$ cat src/logic/corePkg.sv
package corePkg;

  // Major opcodes held in instr[31:26]
  typedef enum logic [5:0] {
    OP_ADD   = 6'o00,
    OP_RSUB  = 6'o01,
    OP_ADDI  = 6'o10,
    OP_RSUBI = 6'o11,
    OP_OR    = 6'o40,
    OP_AND   = 6'o41,
    OP_XOR   = 6'o42,
    OP_ORI   = 6'o50,
    OP_ANDI  = 6'o51,
    OP_XORI  = 6'o52,
    OP_IMM   = 6'o54
  } opcode_t;

  typedef enum logic [2:0] {
    ALU_ADD,
    ALU_RSUB,
    ALU_AND,
    ALU_OR,
    ALU_XOR,
    ALU_NOP
  } aluOp_t;

  typedef struct packed {
    logic [11:0] paddr;
    logic        psel;
    logic        penable;
    logic        pwrite;
    logic [31:0] pwdata;
  } apbReq_t;

  typedef struct packed {
    logic [31:0] prdata;
    logic        pready;
    logic        pslverr;
  } apbRsp_t;

  // Word handed from the instruction buffer to decode
  typedef struct packed {
    logic        valid;
    logic [31:0] instr;
    logic [15:0] immHigh;
    logic        immPrefixed;
    logic [20:0] reserved;
  } issueWord_t;

  typedef struct packed {
    logic        valid;
    aluOp_t      aluOp;
    logic [4:0]  rd;
    logic [31:0] opA;
    logic [31:0] opB;
  } decodedOp_t;

  typedef struct packed {
    logic        valid;
    logic [4:0]  rd;
    logic [31:0] value;
  } result_t;

  // APB register map
  localparam logic [11:0] ADDR_INSTR   = 12'h000;
  localparam logic [11:0] ADDR_CTRL    = 12'h004;
  localparam logic [11:0] ADDR_REGBASE = 12'h080;

endpackage
$ cat src/logic/miniCore.sv
`timescale 1ns/1ns

module miniCore #(
  parameter int intCountReg = 14
) (
  input  logic             gclk,
  input  logic             grst,
  input  corePkg::apbReq_t apbReq,
  output corePkg::apbRsp_t apbRsp,
  input  logic             intReq
);
  import corePkg::*;

  logic acceptReady;
  logic pipeBusy;
  logic hostValid;
  logic [31:0] hostInstr;
  logic intEnable;
  logic [4:0] regRdAddr;
  logic [31:0] regRdData;
  logic [4:0] rdAddrA;
  logic [4:0] rdAddrB;
  logic [31:0] rdDataA;
  logic [31:0] rdDataB;
  logic wrEn;
  logic [4:0] wrAddr;
  logic [31:0] wrData;
  issueWord_t issue;
  decodedOp_t op;
  result_t res;
  result_t wbFwd;

  hostPort uHostPort (
    .gclk, .grst, .apbReq, .apbRsp, .acceptReady, .pipeBusy, .regRdData,
    .hostValid, .hostInstr, .intEnable, .regRdAddr
  );

  instrBuffer #(.intCountReg(intCountReg)) uInstrBuffer (
    .gclk, .grst, .hostValid, .hostInstr, .intEnable, .intReq, .acceptReady, .issue
  );

  decodeStage uDecode (
    .gclk, .grst, .issue, .rdAddrA, .rdAddrB, .rdDataA, .rdDataB,
    .exFwd(res), .wbFwd, .op
  );

  regFile uRegFile (
    .gclk, .rdAddrA, .rdAddrB, .rdAddrC(regRdAddr), .rdDataA, .rdDataB,
    .rdDataC(regRdData), .wrEn, .wrAddr, .wrData
  );

  executeStage uExecute (.gclk, .grst, .op, .res);

  resultStage uResult (
    .gclk, .grst, .res, .decValid(issue.valid), .exValid(op.valid),
    .wrEn, .wrAddr, .wrData, .wbFwd, .pipeBusy
  );

endmodule

$ cat src/logic/resultStage.sv
`timescale 1ns/1ns

module resultStage (
  input  logic             gclk,
  input  logic             grst,
  input  corePkg::result_t res,
  input  logic             decValid,
  input  logic             exValid,
  output logic             wrEn,
  output logic [4:0]       wrAddr,
  output logic [31:0]      wrData,
  output corePkg::result_t wbFwd,
  output logic             pipeBusy
);
  import corePkg::*;

  result_t wbReg;

  always_ff @(posedge gclk) begin
    wbReg <= res;
    if (grst) begin
      wbReg.valid <= 1'b0;
    end
  end

  assign wrEn = wbReg.valid;
  assign wrAddr = wbReg.rd;
  assign wrData = wbReg.value;
  assign wbFwd = wbReg;

  // Busy until the last write has reached the register file
  assign pipeBusy = decValid || exValid || res.valid || wbReg.valid;

  noWriteToR0: assert property (@(posedge gclk) disable iff (grst)
    wrEn |-> (wrAddr != 5'd0));

endmodule

$ cat src/logic/executeStage.sv
`timescale 1ns/1ns

module executeStage (
  input  logic                gclk,
  input  logic                grst,
  input  corePkg::decodedOp_t op,
  output corePkg::result_t    res
);
  import corePkg::*;

  logic [31:0] aluOut;
  result_t nextRes;

  always_comb begin
    case (op.aluOp)
      ALU_ADD:  aluOut = op.opA + op.opB;
      ALU_RSUB: aluOut = op.opB - op.opA;   // reverse subtract
      ALU_AND:  aluOut = op.opA & op.opB;
      ALU_OR:   aluOut = op.opA | op.opB;
      ALU_XOR:  aluOut = op.opA ^ op.opB;
      default:  aluOut = 32'd0;
    endcase
  end

  // Only real register writes travel on
  always_comb begin
    nextRes.valid = op.valid && (op.aluOp != ALU_NOP) && (op.rd != 5'd0);
    nextRes.rd = op.rd;
    nextRes.value = aluOut;
  end

  always_ff @(posedge gclk) begin
    res <= nextRes;
    if (grst) begin
      res.valid <= 1'b0;
    end
  end

endmodule

$ cat src/logic/regFile.sv
`timescale 1ns/1ns

module regFile (
  input  logic        gclk,
  input  logic [4:0]  rdAddrA,
  input  logic [4:0]  rdAddrB,
  input  logic [4:0]  rdAddrC,
  output logic [31:0] rdDataA,
  output logic [31:0] rdDataB,
  output logic [31:0] rdDataC,
  input  logic        wrEn,
  input  logic [4:0]  wrAddr,
  input  logic [31:0] wrData
);

  // Power-up contents are zero
  logic [31:0] mem [32] = '{default: '0};

  always_ff @(posedge gclk) begin
    if (wrEn && wrAddr != 5'd0) begin
      mem[wrAddr] <= wrData;
    end
  end

  // r0 always reads zero
  assign rdDataA = (rdAddrA == 5'd0) ? 32'd0 : mem[rdAddrA];
  assign rdDataB = (rdAddrB == 5'd0) ? 32'd0 : mem[rdAddrB];
  assign rdDataC = (rdAddrC == 5'd0) ? 32'd0 : mem[rdAddrC];

endmodule

$ cat src/logic/decodeStage.sv
`timescale 1ns/1ns

module decodeStage (
  input  logic                gclk,
  input  logic                grst,
  input  corePkg::issueWord_t issue,
  output logic [4:0]          rdAddrA,
  output logic [4:0]          rdAddrB,
  input  logic [31:0]         rdDataA,
  input  logic [31:0]         rdDataB,
  input  corePkg::result_t    exFwd,
  input  corePkg::result_t    wbFwd,
  output corePkg::decodedOp_t op
);
  import corePkg::*;

  opcode_t opc;
  aluOp_t aluOp;
  logic useImm;
  logic [31:0] immExt;
  decodedOp_t nextOp;

  // Execute result is newer than write-back, so it wins
  function automatic logic [31:0] bypass(input logic [4:0] addr, input logic [31:0] regVal,
                                         input result_t ex, input result_t wb);
    logic [31:0] val;
    val = regVal;
    if (addr != 5'd0) begin
      if (ex.valid && ex.rd == addr) begin
        val = ex.value;
      end else if (wb.valid && wb.rd == addr) begin
        val = wb.value;
      end
    end
    return val;
  endfunction

  assign opc = opcode_t'(issue.instr[31:26]);
  assign rdAddrA = issue.instr[20:16];
  assign rdAddrB = issue.instr[15:11];

  assign immExt = issue.immPrefixed ? {issue.immHigh, issue.instr[15:0]} :
                                      {{16{issue.instr[15]}}, issue.instr[15:0]};

  always_comb begin
    useImm = 1'b0;
    case (opc)
      OP_ADD:   aluOp = ALU_ADD;
      OP_RSUB:  aluOp = ALU_RSUB;
      OP_OR:    aluOp = ALU_OR;
      OP_AND:   aluOp = ALU_AND;
      OP_XOR:   aluOp = ALU_XOR;
      OP_ADDI:  begin aluOp = ALU_ADD;  useImm = 1'b1; end
      OP_RSUBI: begin aluOp = ALU_RSUB; useImm = 1'b1; end
      OP_ORI:   begin aluOp = ALU_OR;   useImm = 1'b1; end
      OP_ANDI:  begin aluOp = ALU_AND;  useImm = 1'b1; end
      OP_XORI:  begin aluOp = ALU_XOR;  useImm = 1'b1; end
      default:  aluOp = ALU_NOP;   // IMM and unknown opcodes
    endcase
  end

  always_comb begin
    nextOp.valid = issue.valid;
    nextOp.aluOp = aluOp;
    nextOp.rd = issue.instr[25:21];
    nextOp.opA = bypass(rdAddrA, rdDataA, exFwd, wbFwd);
    nextOp.opB = useImm ? immExt : bypass(rdAddrB, rdDataB, exFwd, wbFwd);
  end

  always_ff @(posedge gclk) begin
    op <= nextOp;
    if (grst) begin
      op.valid <= 1'b0;
    end
  end

endmodule

$ cat src/logic/instrBuffer.sv
`timescale 1ns/1ns

module instrBuffer #(
  parameter int intCountReg = 14
) (
  input  logic                gclk,
  input  logic                grst,
  input  logic                hostValid,
  input  logic [31:0]         hostInstr,
  input  logic                intEnable,
  input  logic                intReq,
  output logic                acceptReady,
  output corePkg::issueWord_t issue
);
  import corePkg::*;

  localparam logic [4:0] CNT_REG = 5'(intCountReg);
  // addi rCnt, rCnt, 1
  localparam logic [31:0] INT_WORD = {OP_ADDI, CNT_REG, CNT_REG, 16'h0001};

  logic [1:0] intSync;
  logic intSyncLast;
  logic intRise;
  logic intPending;
  logic lastWasImm;
  logic [15:0] immHold;
  logic issueInjected;
  logic slotBlocked;
  logic counterHazard;
  logic injectNow;
  logic hostTake;
  logic hostIsImm;
  issueWord_t nextWord;

  // Interrupt path runs every cycle regardless of stalls
  always_ff @(posedge gclk) begin
    if (grst) begin
      intSync <= 2'b00;
      intSyncLast <= 1'b0;
      intPending <= 1'b0;
    end else begin
      intSync <= {intSync[0], intReq};
      intSyncLast <= intSync[1];
      intPending <= (intPending && !injectNow) || (intRise && intEnable);
    end
  end

  assign intRise = intSync[1] && !intSyncLast;

  // The word issued last cycle is still one stage short of the bypass paths
  assign slotBlocked = issue.valid && (issue.instr[25:21] == CNT_REG);
  assign counterHazard = issueInjected &&
                         (hostInstr[20:16] == CNT_REG || hostInstr[15:11] == CNT_REG);

  // Never split an IMM prefix from its instruction
  assign injectNow = intPending && !lastWasImm && !slotBlocked;
  assign acceptReady = !injectNow && !counterHazard;
  assign hostTake = hostValid && acceptReady;
  assign hostIsImm = hostInstr[31:26] == OP_IMM;

  always_comb begin
    nextWord = '0;
    nextWord.immHigh = immHold;
    if (injectNow) begin
      nextWord.valid = 1'b1;
      nextWord.instr = INT_WORD;
    end else if (hostTake) begin
      nextWord.valid = 1'b1;
      nextWord.instr = hostInstr;
      nextWord.immPrefixed = lastWasImm;
    end
  end

  always_ff @(posedge gclk) begin
    issue <= nextWord;
    if (grst) begin
      issue.valid <= 1'b0;
    end
  end

  always_ff @(posedge gclk) begin
    if (grst) begin
      lastWasImm <= 1'b0;
      issueInjected <= 1'b0;
    end else begin
      issueInjected <= injectNow;
      if (hostTake) begin
        lastWasImm <= hostIsImm;
      end
    end
  end

  // High half for the next immediate
  always_ff @(posedge gclk) begin
    if (hostTake && hostIsImm) begin
      immHold <= hostInstr[15:0];
    end
  end

  noInjectAfterImm: assert property (@(posedge gclk) disable iff (grst)
    (issue.valid && issue.instr[31:26] == OP_IMM) |=> !issueInjected);

endmodule

$ cat src/logic/hostPort.sv
`timescale 1ns/1ns

module hostPort (
  input  logic             gclk,
  input  logic             grst,
  input  corePkg::apbReq_t apbReq,
  output corePkg::apbRsp_t apbRsp,
  input  logic             acceptReady,
  input  logic             pipeBusy,
  input  logic [31:0]      regRdData,
  output logic             hostValid,
  output logic [31:0]      hostInstr,
  output logic             intEnable,
  output logic [4:0]       regRdAddr
);
  import corePkg::*;

  logic accessPhase;
  logic isInstr;
  logic isCtrl;
  logic isReg;
  logic badAccess;

  assign accessPhase = apbReq.psel && apbReq.penable;
  assign isInstr = apbReq.paddr == ADDR_INSTR;
  assign isCtrl = apbReq.paddr == ADDR_CTRL;
  // Register window 0x080..0x0FC on word boundaries
  assign isReg = (apbReq.paddr[11:7] == ADDR_REGBASE[11:7]) && (apbReq.paddr[1:0] == 2'b00);

  // Instruction port is write only and the register window is read only
  assign badAccess = (isInstr && !apbReq.pwrite) || (isReg && apbReq.pwrite) ||
                     !(isInstr || isCtrl || isReg);

  assign hostValid = accessPhase && isInstr && apbReq.pwrite;
  assign hostInstr = apbReq.pwdata;
  assign regRdAddr = apbReq.paddr[6:2];

  always_comb begin
    apbRsp = '0;
    if (accessPhase) begin
      if (badAccess) begin
        apbRsp.pready = 1'b1;
        apbRsp.pslverr = 1'b1;
      end else if (isInstr) begin
        apbRsp.pready = acceptReady;
      end else if (isCtrl) begin
        apbRsp.pready = 1'b1;
        if (!apbReq.pwrite) begin
          apbRsp.prdata = {31'd0, intEnable};
        end
      end else begin
        // Hold reads off until every earlier instruction has written back
        apbRsp.pready = !pipeBusy;
        if (!pipeBusy) begin
          apbRsp.prdata = regRdData;
        end
      end
    end
  end

  // Bit0 of the control register enables interrupts
  always_ff @(posedge gclk) begin
    if (grst) begin
      intEnable <= 1'b0;
    end else if (accessPhase && isCtrl && apbReq.pwrite) begin
      intEnable <= apbReq.pwdata[0];
    end
  end

  // An access phase follows a setup cycle or a waited access cycle
  readyInAccess: assert property (@(posedge gclk) disable iff (grst)
    apbRsp.pready |-> accessPhase &&
                      $past(apbReq.psel && !(apbReq.penable && apbRsp.pready)));

endmodule

$ cat config.mk
export PLATFORM = sky130hd
export DESIGN_NAME = miniCore
export DESIGN_NICKNAME = d
export VERILOG_FILES = /design/src/logic/corePkg.sv /design/src/logic/miniCore.sv /design/src/logic/resultStage.sv /design/src/logic/executeStage.sv /design/src/logic/regFile.sv /design/src/logic/decodeStage.sv /design/src/logic/instrBuffer.sv /design/src/logic/hostPort.sv
export SDC_FILE = /design/constraint.sdc
export NUM_CORES = 2
export LEC_CHECK = 0
export BUFFER_PORTS_ARGS = -buffer_cell sky130_fd_sc_hd__buf_2
export CORE_ASPECT_RATIO = 0.8
export CORE_MARGIN = 4
export CORE_UTILIZATION = 35
export DETAILED_ROUTE_END_ITERATION = 8
export SYNTH_ARGS = -nofsm -noshare
export SYNTH_HDL_FRONTEND = slang
export SYNTH_SLANG_ARGS = --single-unit
$ cat constraint.sdc
create_clock -name gclk -period 4.5 [get_ports gclk]
set_input_delay 1.125 -clock gclk [delete_from_list [all_inputs] [get_ports gclk]]
set_output_delay 1.125 -clock gclk [all_outputs]
set_load 0.05 [all_outputs]
# == Word-level counts from Yosys, hierarchy flattened ==
# Memories as Yosys holds them, arrays and structs flattened. A register that Yosys moved wholly into a read port is not among the register bits.
# Cells that the tools add are included.
# word_totals
ramBits,1024
inputBits,50
reg_bits,222
wordCells,142
output_inout_bits,34
mem_count,1
# memory_table
memory,words,word_bits,read_ports,rd_clocked_by_memory_dff,write_ports,line_no,rtl
uRegFile.mem,32,32,3,1,1,regFile.sv:17,logic [31:0] mem [32] = '{default: '0};
# op_classes
n_bitwise,4
n_eq_ne,24
reduce_logical,60
add_sub_neg,2
mux,28
# op_table
op,n
32-bit two-way mux,14
32-bit one-hot mux with 5 select lines,1
33-bit two-way mux,3
6-bit equality test (second input constant),7
34-bit two-way mux,1
32-bit adder,1
32-bit AND,1
32-bit bitwise OR,1
32-bit subtractor,1
32-bit bitwise XOR,1
1-bit logical AND,25
5-bit equality test,4
5-bit nonzero test,4
5-bit by 4-bit equality test with 1-bit output (second input constant),3
5-bit logical NOT,3
3-bit one-hot mux with 5 select lines,1
12-bit by 3-bit equality test with 1-bit output (second input constant),1
6-bit by 4-bit equality test with 1-bit output (second input constant),2
12-bit logical NOT,1
2-bit OR reduction,6
1-bit logical OR,9
1-bit logical NOT,8
1-bit two-way mux,7
3-bit by 2-bit equality test with 1-bit output (second input constant),2
other kinds (11),11

# == Longest topological paths before layout ==
# depth
word_depth,10
depth_mapped,19
ltp_nobuf,19

# == By module ==
# A second synthesis with hierarchy kept.
# unflattened
hier_cells,4721
area_unflattened_um2,69055.0
# modules_own_cells
module,cells_each,area_per_inst_um2,instances
regFile,3228,56138.8,1
executeStage,684,5182.5,1
decodeStage,479,3779.9,1
instrBuffer,156,2203.4,1
resultStage,78,1059.8,1
hostPort,96,690.7,1

# == Worst setup path after synthesis ==
# Ideal clock, no wire load.
# synth_timing
kind,input-to-output
from,input port apbReq[38] (netlist bit)
to,output port apbRsp[2] (netlist bit)
n_path_buf,3
required_ns,3.375
path_slack_ns,-0.255
cell_stages,6
arrival_ns,3.630
cell_sequence,clkbuf_1 clkbuf_1 buf_1 mux2i_1 mux4_2 o21ai_0
# synth_lines
element,line_no,rtl
from (decl),miniCore.sv:8,"input corePkg::apbReq_t apbReq,"
to (decl),miniCore.sv:9,"output corePkg::apbRsp_t apbRsp,"

==> metrics.cfg <==
[logic_synthesis]
yosysSeqAreaShare=0.536
ys.warnings.count=0
synth.cell_area_um2=66000
ys.flop_type=edfxtp_1
synth-edff-count=1040
synth_cell_types=74
ys_async_sr_fraction=0
syn_inst=3755
syn_area_per_cell_um2=17.6
synth-seq-cells=1246

[timing]
hold_viol=0
slew_violations=0
finalWorstSetupSlack_ns=0.0300
fin_crit_ns=4.47
setup_viol=0
fmaxAchievable_ghz=0.224
fin_tns_setup_ns=0
worst_pin_slew_ns=1.32
clock_skew_ns=0.0361
slew_headroom=0.116
finalCritPeriodShare=0.993

[route]
viasPerCell=6.31
dr.pass1.iters=6
routed_wl_um=220000
drc=0
first_iter_violations=5865
wl_per_cell_um=33.7
vias=41200
antenna_left=0

[floorplanning]
placementRows=142
fp.dieW_um=493
start_util=0.352
dieArea_um2=196000
die_y_um=396
ios=84
core_area_um2=187000

[layout]
post-route-util=0.405
fin_cells=6524
syn_to_final_growth_pct=15.0
fillerInstances=16700
diodes=0
drive_gt1_frac=0.380
layout.nets=4046

[global_routing]
grt_remaining_overflow=0
grt.busiest_layer=met2
grt_pass1_vias=40100
track_usage=0.221
grtUsageMet2=0.327
grt_first_pass_wirelength_um=311000
globalRouteMet1Util=0.322
met3_usage=0.0601
antenna_found_initial=4
grt_max_degree=69

[clock_tree]
cts_max_path_buffers=3
cts_tree=built
cts_buffers=118
clkTransAtPathRegs_ns=0.07
clock-sinks=1246
h-tree-depth=3
hold_buffers=0
insertion_delay_ns=0.78
root_buffer=clkbuf_16

[power]
power.density_nw_per_um2=318
power.net_switching_mw=5.14
comb_power_share=0.037
pwr-share-seq=0.513
switching_share=0.213
clockPowerShare=0.450
p_leak_nw=22.4
p_int_mw=19.0
power_mw=24.1
vdd_drop_max_mv=0.347

[placement]
port_buffers=83
dp_cells=6289
place_congestion=0.888
detailed_place_hpwl_um=134000
dpl_worst_slack_ns=-0.290

[critical_path]
critPathCaptureType=primary output
path_class=input port to primary output
rrSetupSlack_ns=0.26
critical_path_peak_fanout=10
cp.required_ns=3.38
r2r-end=uExecute.res[26]
r2r-start=uDecode.op[32]
startpoint_type=input port
worstPathArrival_ns=3.34
rr_worst_depth=17

[flow_run]
drv_cap=0

[min_path]
holdPathStages=0
holdCritPathClass=flip-flop to flip-flop
hold_end=uInstrBuffer.issue[32]
holdCritStartpoint=uInstrBuffer.immHold[10]

[outcome]
status=complete, no violations

-- power by group through the flow --
stage | clock network [mW] | registers [mW] | logic (mW)
floorplan | 0 | 12.6 | 0.524
global placement | 0 | 12.6 | 0.851
detailed placement | 0 | 12.6 | 0.852
CTS | 11.0 | 12.4 | 0.872
global route | 11.5 | 12.4 | 0.930
finish | 10.9 | 12.4 | 0.887
-- critical path, stage by stage --
cell	delay, ns
buf_16	0.17
buf_12	0.18
buf_4	0.14
buf_4	0.14
mux4_2	0.52
mux4_2	0.46
a21oi_1	0.16
buf_4	0.16
nor2_2	0.03
buf_2	0.20
-- cell families (layout without fill, tap and decap cells) --
logic type / after synthesis / after routing / synth area share
other: 1 / 32 / 0.0000569
and+or+nand+nor: 358 / 358 / 0.0274
AOI/OAI and AO/OA: 503 / 503 / 0.0488
DFF: 1246 / 1246 / 0.536
adders and majority gates: 97 / 97 / 0.0185
muxes: 1067 / 1067 / 0.334
xor gates and xnor gates: 81 / 81 / 0.0108
buffers and inverters: 402 / 620 / 0.0249
-- state kept, by name, summed over array words and instances (netlist names) --
register	flops
uResult.wrEn	1
uInstrBuffer.issueInjected	1
uExecute.res	38
uHostPort.intEnable	1
uResult.wrAddr	5
uInstrBuffer.intPending	1
uRegFile.mem	1024
uInstrBuffer.intSyncLast	1
uInstrBuffer.intSync	2
uResult.wrData	32
uDecode.op	73
uInstrBuffer.immHold	16
uInstrBuffer.lastWasImm	1
uInstrBuffer.issue	50
-- routing by layer --
metal	vias to the layer above	routed length [µm]	part of all wire
met5	-	0	0
met4	0	6930	0.031
met3	347	24500	0.11
met2	2644	97700	0.44
met1	21900	91100	0.41
li1	16200	-	-
-- cells in the final DEF (no fill, tap or decap), drive strengths merged, types with 89 or more instances in the layout --
master | Yosys | final
nor2 | 127 | 127
dfxtp | 206 | 206
mux2i | 138 | 138
buf | 125 | 308
inv | 84 | 89
clkbuf | 193 | 155
o21ai | 133 | 133
ha | 96 | 96
a21oi | 141 | 141
mux4 | 903 | 903
edfxtp | 1040 | 1040
-- worst max-delay path by stage --
stage                    start          to  slack, ns
floorplan           apbReq[38]   apbRsp[6]       0.02
global placement    apbReq[37]  apbRsp[27]      -0.26
detailed placement  apbReq[37]  apbRsp[27]      -0.29
CTS                 apbReq[37]  apbRsp[12]      0.005
global route        apbReq[37]  apbRsp[32]     -0.005
finish              apbReq[37]  apbRsp[22]       0.03
-- metrics by stage --
stage               cell area (µm²)  hold slack [ns]
floorplan                     66100            0.322
global placement              71400            0.327
detailed placement            71400            0.327
CTS                           75800            0.342
global route                  75900            0.338
finish                        75900            0.341
-- synthesized netlist by cell type (all sizes together) (28+ instances only) --
cell type | instances | area (µm²)
nand2 | 78 | 293
a222oi | 32 | 320
edfxtp | 1040 | 31200
nor2 | 127 | 495
mux2i | 138 | 1380
dfxtp | 206 | 4120
inv | 84 | 315
clkbuf | 193 | 727
o21ai | 133 | 666
and2 | 28 | 175
a21o | 46 | 345
xnor2 | 50 | 438
buf | 125 | 599
mux4 | 903 | 20300
a21oi | 141 | 706
a211oi | 52 | 390
ha | 96 | 1200
nor2b | 29 | 181
xor2 | 31 | 272
-- layout make-up --
type | instances | area (µm²) | area share
clock inverters | 73 | 820 | 0.0108
well taps | 2520 | 3150 | 0.0416
flip-flops and latches | 1246 | 35400 | 0.467
multi-input cells | 2138 | 29500 | 0.388
clock buffers | 152 | 3380 | 0.0446
repair buffers | 311 | 3340 | 0.0441
inverters | 84 | 315 | 0.00416
-- what timing repair did --
| action | CTS | global route |
|---|---|---|
| setup endpoints to repair | 10 | 12 |
| gates resized for setup | 18 | 14 |
| pin swaps | 0 | 1 |
| setup buffers | 2 | 6 |
| cloned | 1 | 1 |
(Power assumes the default switching activity.)
